### src/hw/exe_cfg.svh
`ifndef EXE_CFG_SVH
`define EXE_CFG_SVH

// datapath width
`define XLEN 32

// program counter width
`define PC_W 12

// register number width, 32 registers
`define REG_ADDR_W 5

// shift amount is the low bits of operand b
`define SHAMT_W 5

`endif

### src/hw/exe_pkg.sv
`include "exe_cfg.svh"

package exe_pkg;

	typedef logic [`XLEN-1:0] word_t;
	typedef logic [`PC_W-1:0] pc_t;
	typedef logic [`REG_ADDR_W-1:0] reg_addr_t;

	// alu_add is zero so a cleared register reads as a harmless add
	typedef enum logic [3:0] {
		alu_add  = 4'd0,
		alu_sub  = 4'd1,
		alu_and  = 4'd2,
		alu_or   = 4'd3,
		alu_xor  = 4'd4,
		alu_sll  = 4'd5,
		alu_srl  = 4'd6,
		alu_sra  = 4'd7,
		alu_slt  = 4'd8,
		alu_sltu = 4'd9,
		// passes operand b through
		alu_lui  = 4'd10
	} alu_op_e;

	// decoded control for one instruction
	typedef struct packed {
		alu_op_e alu_op;
		logic use_imm;
		logic wr_en;
		reg_addr_t rd;
	} dec_ctrl_t;

	// contents of the id/exe register
	typedef struct packed {
		pc_t pc;
		pc_t pc4;
		word_t inst;
		word_t fwd_opa;
		word_t fwd_opb;
		word_t imm;
		dec_ctrl_t ctrl;
	} id_exe_t;

endpackage

### src/hw/id_decoder.sv
`timescale 1ns/1ps

`include "exe_cfg.svh"

module id_decoder import exe_pkg::*; (
	input word_t inst,
	output dec_ctrl_t ctrl,
	output word_t imm,
	output reg_addr_t rs1,
	output reg_addr_t rs2
);

	localparam logic [6:0] opc_op = 7'b0110011;
	localparam logic [6:0] opc_op_imm = 7'b0010011;
	localparam logic [6:0] opc_lui = 7'b0110111;

	logic [6:0] opcode;
	logic [2:0] funct3;
	logic [6:0] funct7;
	reg_addr_t rd;

	// instruction field decode
	logic is_r;
	logic f7_base;
	logic f7_alt;

	// per-instruction results before the bubble mux
	alu_op_e op;
	logic legal;
	logic use_imm;
	word_t imm_raw;

	assign opcode = inst[6:0];
	assign rd = inst[11:7];
	assign funct3 = inst[14:12];
	assign rs1 = inst[19:15];
	assign rs2 = inst[24:20];
	assign funct7 = inst[31:25];

	assign is_r = (opcode == opc_op);
	assign f7_base = (funct7 == 7'b0000000);
	assign f7_alt = (funct7 == 7'b0100000);

	always_comb begin
		op = alu_add;
		legal = 1'b0;
		use_imm = 1'b0;
		imm_raw = '0;
		case (opcode)
			opc_op, opc_op_imm: begin
				use_imm = !is_r;
				imm_raw = {{(`XLEN-12){inst[31]}}, inst[31:20]};
				// funct7 only matters for r-type and for immediate shifts
				case (funct3)
					3'b000: begin
						op = (is_r && f7_alt) ? alu_sub : alu_add;
						legal = !is_r || f7_base || f7_alt;
					end
					3'b001: begin
						op = alu_sll;
						legal = f7_base;
					end
					3'b010: begin
						op = alu_slt;
						legal = !is_r || f7_base;
					end
					3'b011: begin
						op = alu_sltu;
						legal = !is_r || f7_base;
					end
					3'b100: begin
						op = alu_xor;
						legal = !is_r || f7_base;
					end
					3'b101: begin
						op = f7_alt ? alu_sra : alu_srl;
						legal = f7_base || f7_alt;
					end
					3'b110: begin
						op = alu_or;
						legal = !is_r || f7_base;
					end
					default: begin
						op = alu_and;
						legal = !is_r || f7_base;
					end
				endcase
			end
			opc_lui: begin
				op = alu_lui;
				legal = 1'b1;
				use_imm = 1'b1;
				imm_raw = {inst[31:12], 12'b0};
			end
			default: begin
				legal = 1'b0;
			end
		endcase
	end

	// illegal encodings become an all-zero bubble
	always_comb begin
		ctrl = '0;
		imm = '0;
		if (legal) begin
			ctrl.alu_op = op;
			ctrl.use_imm = use_imm;
			// x0 is never written
			ctrl.wr_en = (rd != '0);
			ctrl.rd = rd;
			imm = imm_raw;
		end
	end

endmodule

### src/hw/operand_forward.sv
`timescale 1ns/1ps

module operand_forward import exe_pkg::*; (
	input reg_addr_t rs1,
	input reg_addr_t rs2,
	input word_t rs1_data,
	input word_t rs2_data,

	// producer in execute, combinational result
	input reg_addr_t exe_rd,
	input logic exe_wr_en,
	input word_t exe_result,

	// producer in write-back, registered result
	input reg_addr_t wb_rd,
	input logic wb_wr_en,
	input word_t wb_result,

	output word_t opa,
	output word_t opb
);

	// newest producer wins, x0 always reads the register file
	function automatic word_t fwd_sel(
		input reg_addr_t rs,
		input word_t rf_data,
		input reg_addr_t e_rd,
		input logic e_wr,
		input word_t e_res,
		input reg_addr_t w_rd,
		input logic w_wr,
		input word_t w_res
	);
		if (rs == '0)
			return rf_data;
		else if (e_wr && (e_rd == rs))
			return e_res;
		else if (w_wr && (w_rd == rs))
			return w_res;
		return rf_data;
	endfunction

	assign opa = fwd_sel(rs1, rs1_data, exe_rd, exe_wr_en, exe_result,
		wb_rd, wb_wr_en, wb_result);
	assign opb = fwd_sel(rs2, rs2_data, exe_rd, exe_wr_en, exe_result,
		wb_rd, wb_wr_en, wb_result);

endmodule

### src/hw/pipereg_id_exe.sv
`timescale 1ns/1ps

module pipereg_id_exe import exe_pkg::*; (
	input logic clk,
	input logic arst_n,
	input logic en,
	input logic stall,
	input logic flush,
	input id_exe_t d,
	output id_exe_t q
);

	logic load;

	// advance only when enabled and not stalled
	assign load = en && !stall;

	// flush wins over stall and en, leaving a bubble
	always_ff @(posedge clk or negedge arst_n) begin
		if (!arst_n) begin
			q <= '0;
		end else if (flush) begin
			q <= '0;
		end else if (load) begin
			q <= d;
		end
	end

endmodule

### src/hw/exe_alu_stage.sv
`timescale 1ns/1ps

`include "exe_cfg.svh"

module exe_alu_stage import exe_pkg::*; (
	input logic clk,
	input logic arst_n,
	input logic en,
	input logic stall,
	input id_exe_t ex,

	// combinational execute result, also sent back for forwarding
	output word_t exe_result,
	output reg_addr_t exe_rd,
	output logic exe_wr_en,

	// exe/wb register
	output word_t wb_result,
	output reg_addr_t wb_rd,
	output logic wb_wr_en,
	output pc_t wb_pc
);

	word_t opa;
	word_t opb;
	logic [`SHAMT_W-1:0] shamt;
	logic lt_signed;
	logic lt_unsigned;
	logic load;

	assign opa = ex.fwd_opa;
	assign opb = ex.ctrl.use_imm ? ex.imm : ex.fwd_opb;
	assign shamt = opb[`SHAMT_W-1:0];

	assign lt_signed = $signed(opa) < $signed(opb);
	assign lt_unsigned = opa < opb;

	always_comb begin
		case (ex.ctrl.alu_op)
			alu_add: exe_result = opa + opb;
			alu_sub: exe_result = opa - opb;
			alu_and: exe_result = opa & opb;
			alu_or: exe_result = opa | opb;
			alu_xor: exe_result = opa ^ opb;
			alu_sll: exe_result = opa << shamt;
			alu_srl: exe_result = opa >> shamt;
			alu_sra: exe_result = word_t'($signed(opa) >>> shamt);
			alu_slt: exe_result = {{(`XLEN-1){1'b0}}, lt_signed};
			alu_sltu: exe_result = {{(`XLEN-1){1'b0}}, lt_unsigned};
			alu_lui: exe_result = opb;
			default: exe_result = '0;
		endcase
	end

	assign exe_rd = ex.ctrl.rd;
	assign exe_wr_en = ex.ctrl.wr_en;

	// holds together with id/exe so a stall never repeats a write
	assign load = en && !stall;

	always_ff @(posedge clk or negedge arst_n) begin
		if (!arst_n) begin
			wb_result <= '0;
			wb_rd <= '0;
			wb_wr_en <= 1'b0;
			wb_pc <= '0;
		end else if (load) begin
			wb_result <= exe_result;
			wb_rd <= exe_rd;
			wb_wr_en <= exe_wr_en;
			wb_pc <= ex.pc;
		end
	end

endmodule

### src/hw/exe_front_top.sv
`timescale 1ns/1ps

module exe_front_top import exe_pkg::*; (
	input logic clk,
	input logic arst_n,
	input logic en,
	input logic stall,
	input logic flush,
	input word_t id_inst,
	input pc_t id_pc,
	input word_t rs1_data,
	input word_t rs2_data,
	output word_t wb_result,
	output reg_addr_t wb_rd,
	output logic wb_wr_en,
	output pc_t wb_pc
);

	dec_ctrl_t id_ctrl;
	word_t id_imm;
	reg_addr_t id_rs1;
	reg_addr_t id_rs2;
	word_t id_opa;
	word_t id_opb;
	pc_t id_pc4;

	id_exe_t id_exe_d;
	id_exe_t id_exe_q;

	// execute stage feedback for forwarding
	word_t exe_result;
	reg_addr_t exe_rd;
	logic exe_wr_en;

	assign id_pc4 = id_pc + pc_t'(4);

	id_decoder u_decoder (
		.inst(id_inst),
		.ctrl(id_ctrl),
		.imm(id_imm),
		.rs1(id_rs1),
		.rs2(id_rs2)
	);

	operand_forward u_forward (
		.rs1(id_rs1),
		.rs2(id_rs2),
		.rs1_data(rs1_data),
		.rs2_data(rs2_data),
		.exe_rd(exe_rd),
		.exe_wr_en(exe_wr_en),
		.exe_result(exe_result),
		.wb_rd(wb_rd),
		.wb_wr_en(wb_wr_en),
		.wb_result(wb_result),
		.opa(id_opa),
		.opb(id_opb)
	);

	// gather the decode side into one struct
	always_comb begin
		id_exe_d.pc = id_pc;
		id_exe_d.pc4 = id_pc4;
		id_exe_d.inst = id_inst;
		id_exe_d.fwd_opa = id_opa;
		id_exe_d.fwd_opb = id_opb;
		id_exe_d.imm = id_imm;
		id_exe_d.ctrl = id_ctrl;
	end

	pipereg_id_exe u_id_exe (
		.clk(clk),
		.arst_n(arst_n),
		.en(en),
		.stall(stall),
		.flush(flush),
		.d(id_exe_d),
		.q(id_exe_q)
	);

	exe_alu_stage u_exe (
		.clk(clk),
		.arst_n(arst_n),
		.en(en),
		.stall(stall),
		.ex(id_exe_q),
		.exe_result(exe_result),
		.exe_rd(exe_rd),
		.exe_wr_en(exe_wr_en),
		.wb_result(wb_result),
		.wb_rd(wb_rd),
		.wb_wr_en(wb_wr_en),
		.wb_pc(wb_pc)
	);

endmodule

### config.mk
export PLATFORM = sky130hd
export DESIGN_NAME = exe_front_top
export DESIGN_NICKNAME = d
export VERILOG_FILES = /design/src/hw/exe_pkg.sv /design/src/hw/id_decoder.sv /design/src/hw/operand_forward.sv /design/src/hw/pipereg_id_exe.sv /design/src/hw/exe_alu_stage.sv /design/src/hw/exe_front_top.sv
export VERILOG_INCLUDE_DIRS = /design/src /design/src/hw
export SDC_FILE = /design/constraint.sdc
export NUM_CORES = 1
export LEC_CHECK = 0
export CORE_ASPECT_RATIO = 2
export CORE_UTILIZATION = 40
export DETAILED_ROUTE_END_ITERATION = 8
export DONT_BUFFER_PORTS = 1
export PLACE_DENSITY = 0.65
export SYNTH_ARGS = -nofsm -noshare
export SYNTH_HDL_FRONTEND = slang
export SYNTH_SLANG_ARGS = --single-unit
export TNS_END_PERCENT = 100
### constraint.sdc
create_clock -name clk -period 6.7 [get_ports clk]
set_clock_uncertainty 0.1 [all_clocks]
set_input_delay 0.67 -clock clk [delete_from_list [all_inputs] [get_ports clk]]
set_output_delay 0.67 -clock clk [all_outputs]
set_load 0.02 [all_outputs]
Word level (Yosys, flattened, before mapping):

Cells that the tools add are included.

* multiplexer cells: 28
* bitwise operators: 3
* shifts and indexed selects: 3
* $lt $le $gt $ge: 2
* reduce and logical (&&, ||, !) cells: 19
* equal/unequal tests: 24
* add/subtract/negate cells: 3

Operators with widths (number)
* one-hot mux 32 bit (11 select lines): 1
* two-way mux 163 bit: 2
* two-way mux 32 bit: 10
* less-than comparator 32 bit: 2
* one-hot mux 32 bit (2 select lines): 1
* adder 32 bit: 1
* AND 32 bit: 1
* bitwise OR 32 bit: 1
* << shifter 32 x 5 -> 32 bit: 1
* right shift 32 x 5 -> 32 bit: 1
* >>> shifter 32 x 5 -> 32 bit: 1
* subtractor 32 bit: 1
* XOR 32 bit: 1
* one-hot mux 4 bit (7 select lines): 1
* equality test 7 x 6 -> 1 bit (second input constant): 3
* equality test 5 bit: 4
* equality test 4 x 3 -> 1 bit (second input constant): 4
* adder 12 x 3 -> 12 bit (second input constant): 1
* equality test 4 bit (second input constant): 3
* two-way mux 11 bit: 1
* zero test 5 bit: 2
* equality test 3 bit (second input constant): 3
* equality test 4 x 2 -> 1 bit (second input constant): 2
* two-way mux 1 bit: 8
* 16 further kinds: 26

* register bits: 169
* bits of input ports: 113
* word-level logic and storage cells: 94
* output and inout bits: 50

Longest topological paths before layout:

* depth after elaboration: 9
* depth in mapped cells: 19
* gate-level depth less buffers: 14

Modules after synthesis:

A second synthesis with hierarchy kept.

* cell total of the unflattened synthesis: 2656
* area, all modules: 23087.1 µm²

Modules (own cells, without submodules)
* exe_alu_stage: area an instance 11863.9 µm², instances 1, cells an instance 1600, seq. area each 1251.2 µm²
* pipereg_id_exe: area an instance 8489.4 µm², instances 1, cells an instance 743, seq. area each 4078.9 µm²
* operand_forward: area an instance 1940.6 µm², instances 1, cells an instance 174, seq. area each 0.0 µm²
* id_decoder: area an instance 629.4 µm², instances 1, cells an instance 115, seq. area each 0.0 µm²
* exe_front_top: area an instance 163.9 µm², instances 1, cells an instance 24, seq. area each 0.0 µm²

Worst setup path before layout:

Ideal clock, no wire load.

* kind: reg-to-reg
* from: register u_id_exe.q[6] (netlist name)
* to: register u_id_exe.q[101] (netlist name)
* clock period less this slack: 4710 ps
* cell stages (with the launch flop): 20
* setup time: 126 ps
* path buffers: 5
* arrival time: 4484 ps
* setup slack: 1990 ps
* data required time: 6474 ps
* cells stage by stage: dfrtp_1 > buf_6 > mux2i_1 > buf_6 > inv_4 > buf_4 > buf_4 > buf_2 > ha_1 > fa_1 > a211oi_2 > o31ai_1 > and4_1 > a32o_1 > a31o_2 > a311oi_4 > o21ai_1 > a2111oi_2 > nor2_1 > a221o_1

* longest elaborated chain between the ends: 8
* elaborated cells on any way between the ends: 15
* classes of those cells: 2 x add/sub; 3 x shift; 7 x mux; 3 x bitwise

RTL lines
* start, declared: RTL line pipereg_id_exe.sv:10 `output id_exe_t q`
* start signal, assigned: RTL line pipereg_id_exe.sv:21 `q <= '0;`
* start signal, assigned: RTL line pipereg_id_exe.sv:23 `q <= '0;`
* start signal, assigned: RTL line pipereg_id_exe.sv:25 `q <= d;`
* two-way mux 32 bit (*): RTL line exe_alu_stage.sv:32 `assign opb = ex.ctrl.use_imm ? ex.imm : ex.fwd_opb;`
* subtractor 32 bit, or another cell as far along: RTL line exe_alu_stage.sv:41 `alu_sub: exe_result = opa - opb;`
* one-hot mux 32 bit (11 select lines) (*): RTL line exe_alu_stage.sv:39 `case (ex.ctrl.alu_op)`
* two-way mux 32 bit (*): RTL line operand_forward.sv:36 `else if (e_wr && (e_rd == rs))`
* two-way mux 32 bit (*): RTL line operand_forward.sv:34 `if (rs == '0)`
* two-way mux 32 bit (*): RTL line operand_forward.sv:40 `return rf_data;`
* two-way mux 163 bit (*): RTL line pipereg_id_exe.sv:24 `end else if (load) begin`
* two-way mux 163 bit (*): RTL line pipereg_id_exe.sv:22 `end else if (flush) begin`

Mark *: on every way between the ends. The rest lies on a longest branch, timed or not. The select of a mux whose other input is x is not followed.
A chain may end at the register's enable or synchronous reset.

Worst setup path after layout:

* from: register u_id_exe.q[6] (netlist name)
* to: register u_id_exe.q[43] (netlist name)

* longest elaborated chain between the ends: 8
* elaborated cells on any way between the ends: 17
* classes of those cells: 2 x add/sub; 2 x order compare; 3 x shift; 7 x mux; 3 x bitwise

RTL lines (RTL line)
* two-way mux 32 bit (*): exe_alu_stage.sv:32
* subtractor 32 bit, or another cell as far along: exe_alu_stage.sv:41
* one-hot mux 32 bit (11 select lines) (*): exe_alu_stage.sv:39
* two-way mux 32 bit (*): operand_forward.sv:36
* two-way mux 32 bit (*): operand_forward.sv:34
* two-way mux 32 bit (*): operand_forward.sv:40
* two-way mux 163 bit (*): pipereg_id_exe.sv:24
* two-way mux 163 bit (*): pipereg_id_exe.sv:22

Marked as above.

==> run metrics <==
Port Buffers 0; initial antenna violation count 3; Slew Viols, Final 0; number of global-route vias before repair 18700; Worst-Margin Slew 1280 ps; drt drc 0; Gate Count Post-Synth 2137; Rel. slew slack 12.0%; placed wire-length estimate between 60 and 70 mm; clock buffer depth 2; Worst Hold Class in2async; Critical Path Fanout Max 24; CTS tree done; Syn Nets approximately 2400; Routed WL 90.2 mm; DIE AREA 43300 um^2; layout cells sized above 1 8.46%; GRT Util Overall 41.9%; average wire per standard cell 34.5 um; max-cap violations 0; status finished, final reports clean; Setup Viol. Count Final 0; first-pass GRT wire length ~130 mm; Post-DRT Antenna Nets 0; Cell Pwr Density 171 nW/um^2; Place WS 1380 ps; syn avg cell area 7.94 um^2; drt initial violations 2293; gr ovfl total 0; num rows 106; Vias/cell 7.13; number of enable flip-flop cells after synthesis 0; post_cts resized 0; Min Hold Slack 67.1 ps; Tcrit/Tclk final between 80% and 90%; Worst-Skew Late Latency between 400 and 500 ps; R2R setup slack 1190 ps; leading cell type in the layout, fill and taps excluded nand2_1; WS Path Type reg2reg; Crit path required time about 6900 ps; Reg area 4230 um^2; Area Overhead vs Synth 6.78%; gp weighted congestion 1.05; final instance area 18100 um^2; unrepaired setup endpoints after global routing no; Fin. Hold Viols 0; Max Freq 182 MHz; Post-synth ARST share between 90% and 100%; Reg2Reg Depth 12; most frequent cells in the layout nand2_1, dfrtp_1, a21oi_1, nor2_1, o21ai_0; Worst R2R Start u_id_exe.q[6]; leakage power 7.71 nW; filler cell count 4233; main flop type after synthesis dfrtp_1; sum of negative setup slack 0 ps; Num CTS Buffers 17; crit start category register; pin count of the biggest net entering global routing 170; nets roughly 2300; crit path time final 5510 ps; synth warn 0; crit end category register; CORE AREA 41800 um^2; Die Ht 293 um; Vias 18600; IO Pins 163; Worst VDD drop ~0.32 mV; area of the multi-input gates between 10000 and 15000 um^2; Die Width ~150 um; Placement Cell Area 17500 um^2; number of H-tree levels 4; total clock sinks 169; Root Driver clkbuf_16; Setup WS post-layout approximately 1200 ps; clock-pin slew on the worst setup and hold paths 80 ps; TritonRoute pass-1 iters 8; Seq cells post-synth 169; worst r2r dst u_id_exe.q[43]; Post-Syn Area between 15000 and 20000 um^2; Starting Density 40.6%; sequential area share after synthesis 24.9%; CP arrival 5740 ps; synth unique cells 91
-- timing repair --
item,in CTS,in global routing
hold buffers,1,0
endpoints found under the hold margin,169,0
setup buffers,0,0
-- worst max-delay path by stage --
stage                              from               to  slack [ps]  depth (start not counted)
after floorplan           u_id_exe.q[6]  u_id_exe.q[101]        1990                         19
after global placement    u_id_exe.q[6]   u_id_exe.q[43]        1510                         14
after detailed placement  u_id_exe.q[6]   u_id_exe.q[43]        1380                         12
after CTS                 u_id_exe.q[6]   u_id_exe.q[43]        1380                         12
after global routing      u_id_exe.q[6]   u_id_exe.q[75]        1130                         12
final                     u_id_exe.q[6]   u_id_exe.q[43]        1190                         12
-- cells by family (layout without fill, tap and decap cells) --
kind of cell / Yosys count / count (layout) / synth area share [%]
DFF: 169 / 169 / 24.9
muxes: 151 / 151 / 11.0
buffers and inverters: 266 / 198 / 6.38
AOI/OAI and AO/OA: 747 / 747 / 30.9
other: 0 / 3 / 0
and+or+nand+nor: 669 / 669 / 17.4
xor gates and xnor gates: 30 / 30 / 1.55
adders and majority gates: 105 / 105 / 7.83
-- power by group --
part	switching, mW	internal, mW
Combinational	0.611	0.280
Sequential	0.150	1.07
Clock	0.474	0.507
Total	1.23	1.86
-- cells in the mapped netlist (8+ instances only) --
library cell	number	area share [%]
a211o_1	9	0.46
buf_4	11	0.49
nand2_1	310	6.9
a2111oi_0	12	0.62
nand3_1	40	1.2
mux2_2	17	1.1
nand2b_1	15	0.55
a21o_1	14	0.62
buf_2	20	0.59
a211oi_1	26	1.2
mux2i_1	107	6.3
dfrtp_1	169	25
ha_1	103	7.6
o221ai_1	13	0.67
a21oi_1	161	4.7
o21bai_1	14	0.62
o2111ai_1	8	0.41
o31ai_1	21	0.93
and3_1	11	0.41
a22o_1	25	1.3
nor3_1	48	1.4
nor4_1	16	0.59
inv_1	99	2.2
clkbuf_1	113	2.5
nor2_1	160	3.5
buf_1	16	0.35
a22oi_1	23	1.0
xor2_1	21	1.1
a222oi_1	35	2.1
or3_1	12	0.44
a31oi_1	25	0.92
xnor2_1	9	0.46
o22ai_1	33	1.2
a221oi_1	17	0.88
a221o_1	40	2.4
o21ai_0	144	4.2
mux4_2	25	3.3
o211ai_1	44	1.9
nor2b_1	12	0.44
-- critical path: stages (launching register included) --
cell	delay, ps
dfrtp_2	610
buf_4	450
mux2i_1	430
ha_1	420
a221o_1	360
a2111oi_0	560
a211oi_1	220
o21ai_0	380
a31oi_1	280
o311ai_0	880
o211ai_1	460
nand2_1	170
nand2_1	60
-- per-stage QoR --
stage	total power, mW	utilization [%]	instances
floorplan	1.75	-	2137
global placement	2.06	41.9	2576
detailed placement	2.07	41.9	2576
CTS	3.06	43.4	2609
global route	3.20	43.4	2611
finish	3.10	43.4	2612
-- registers in the layout, indices dropped and copies added (netlist names) --
signal,count
u_exe.wb_pc,12
u_exe.wb_rd,5
u_exe.wb_result,32
u_exe.wb_wr_en,1
u_id_exe.q,119
-- routing by layer --
layer | global-route usage, % | share of wire (%)
met1 | 41.0 | 31
met2 | 72.8 | 50
met3 | 8.98 | 8.3
met4 | 39.1 | 11
met5 | 0 | 0.033
-- cell type report --
cell class	instances	share of cell area, %
diodes	3	0.0414
clock buffers	18	2.42
clock inverters	14	0.836
inverters	104	2.17
multi-input cells	1702	64.8
flip-flops and latches	169	23.3
well taps	540	3.73
repair buffers	62	2.68
(Power assumes the default switching activity.)
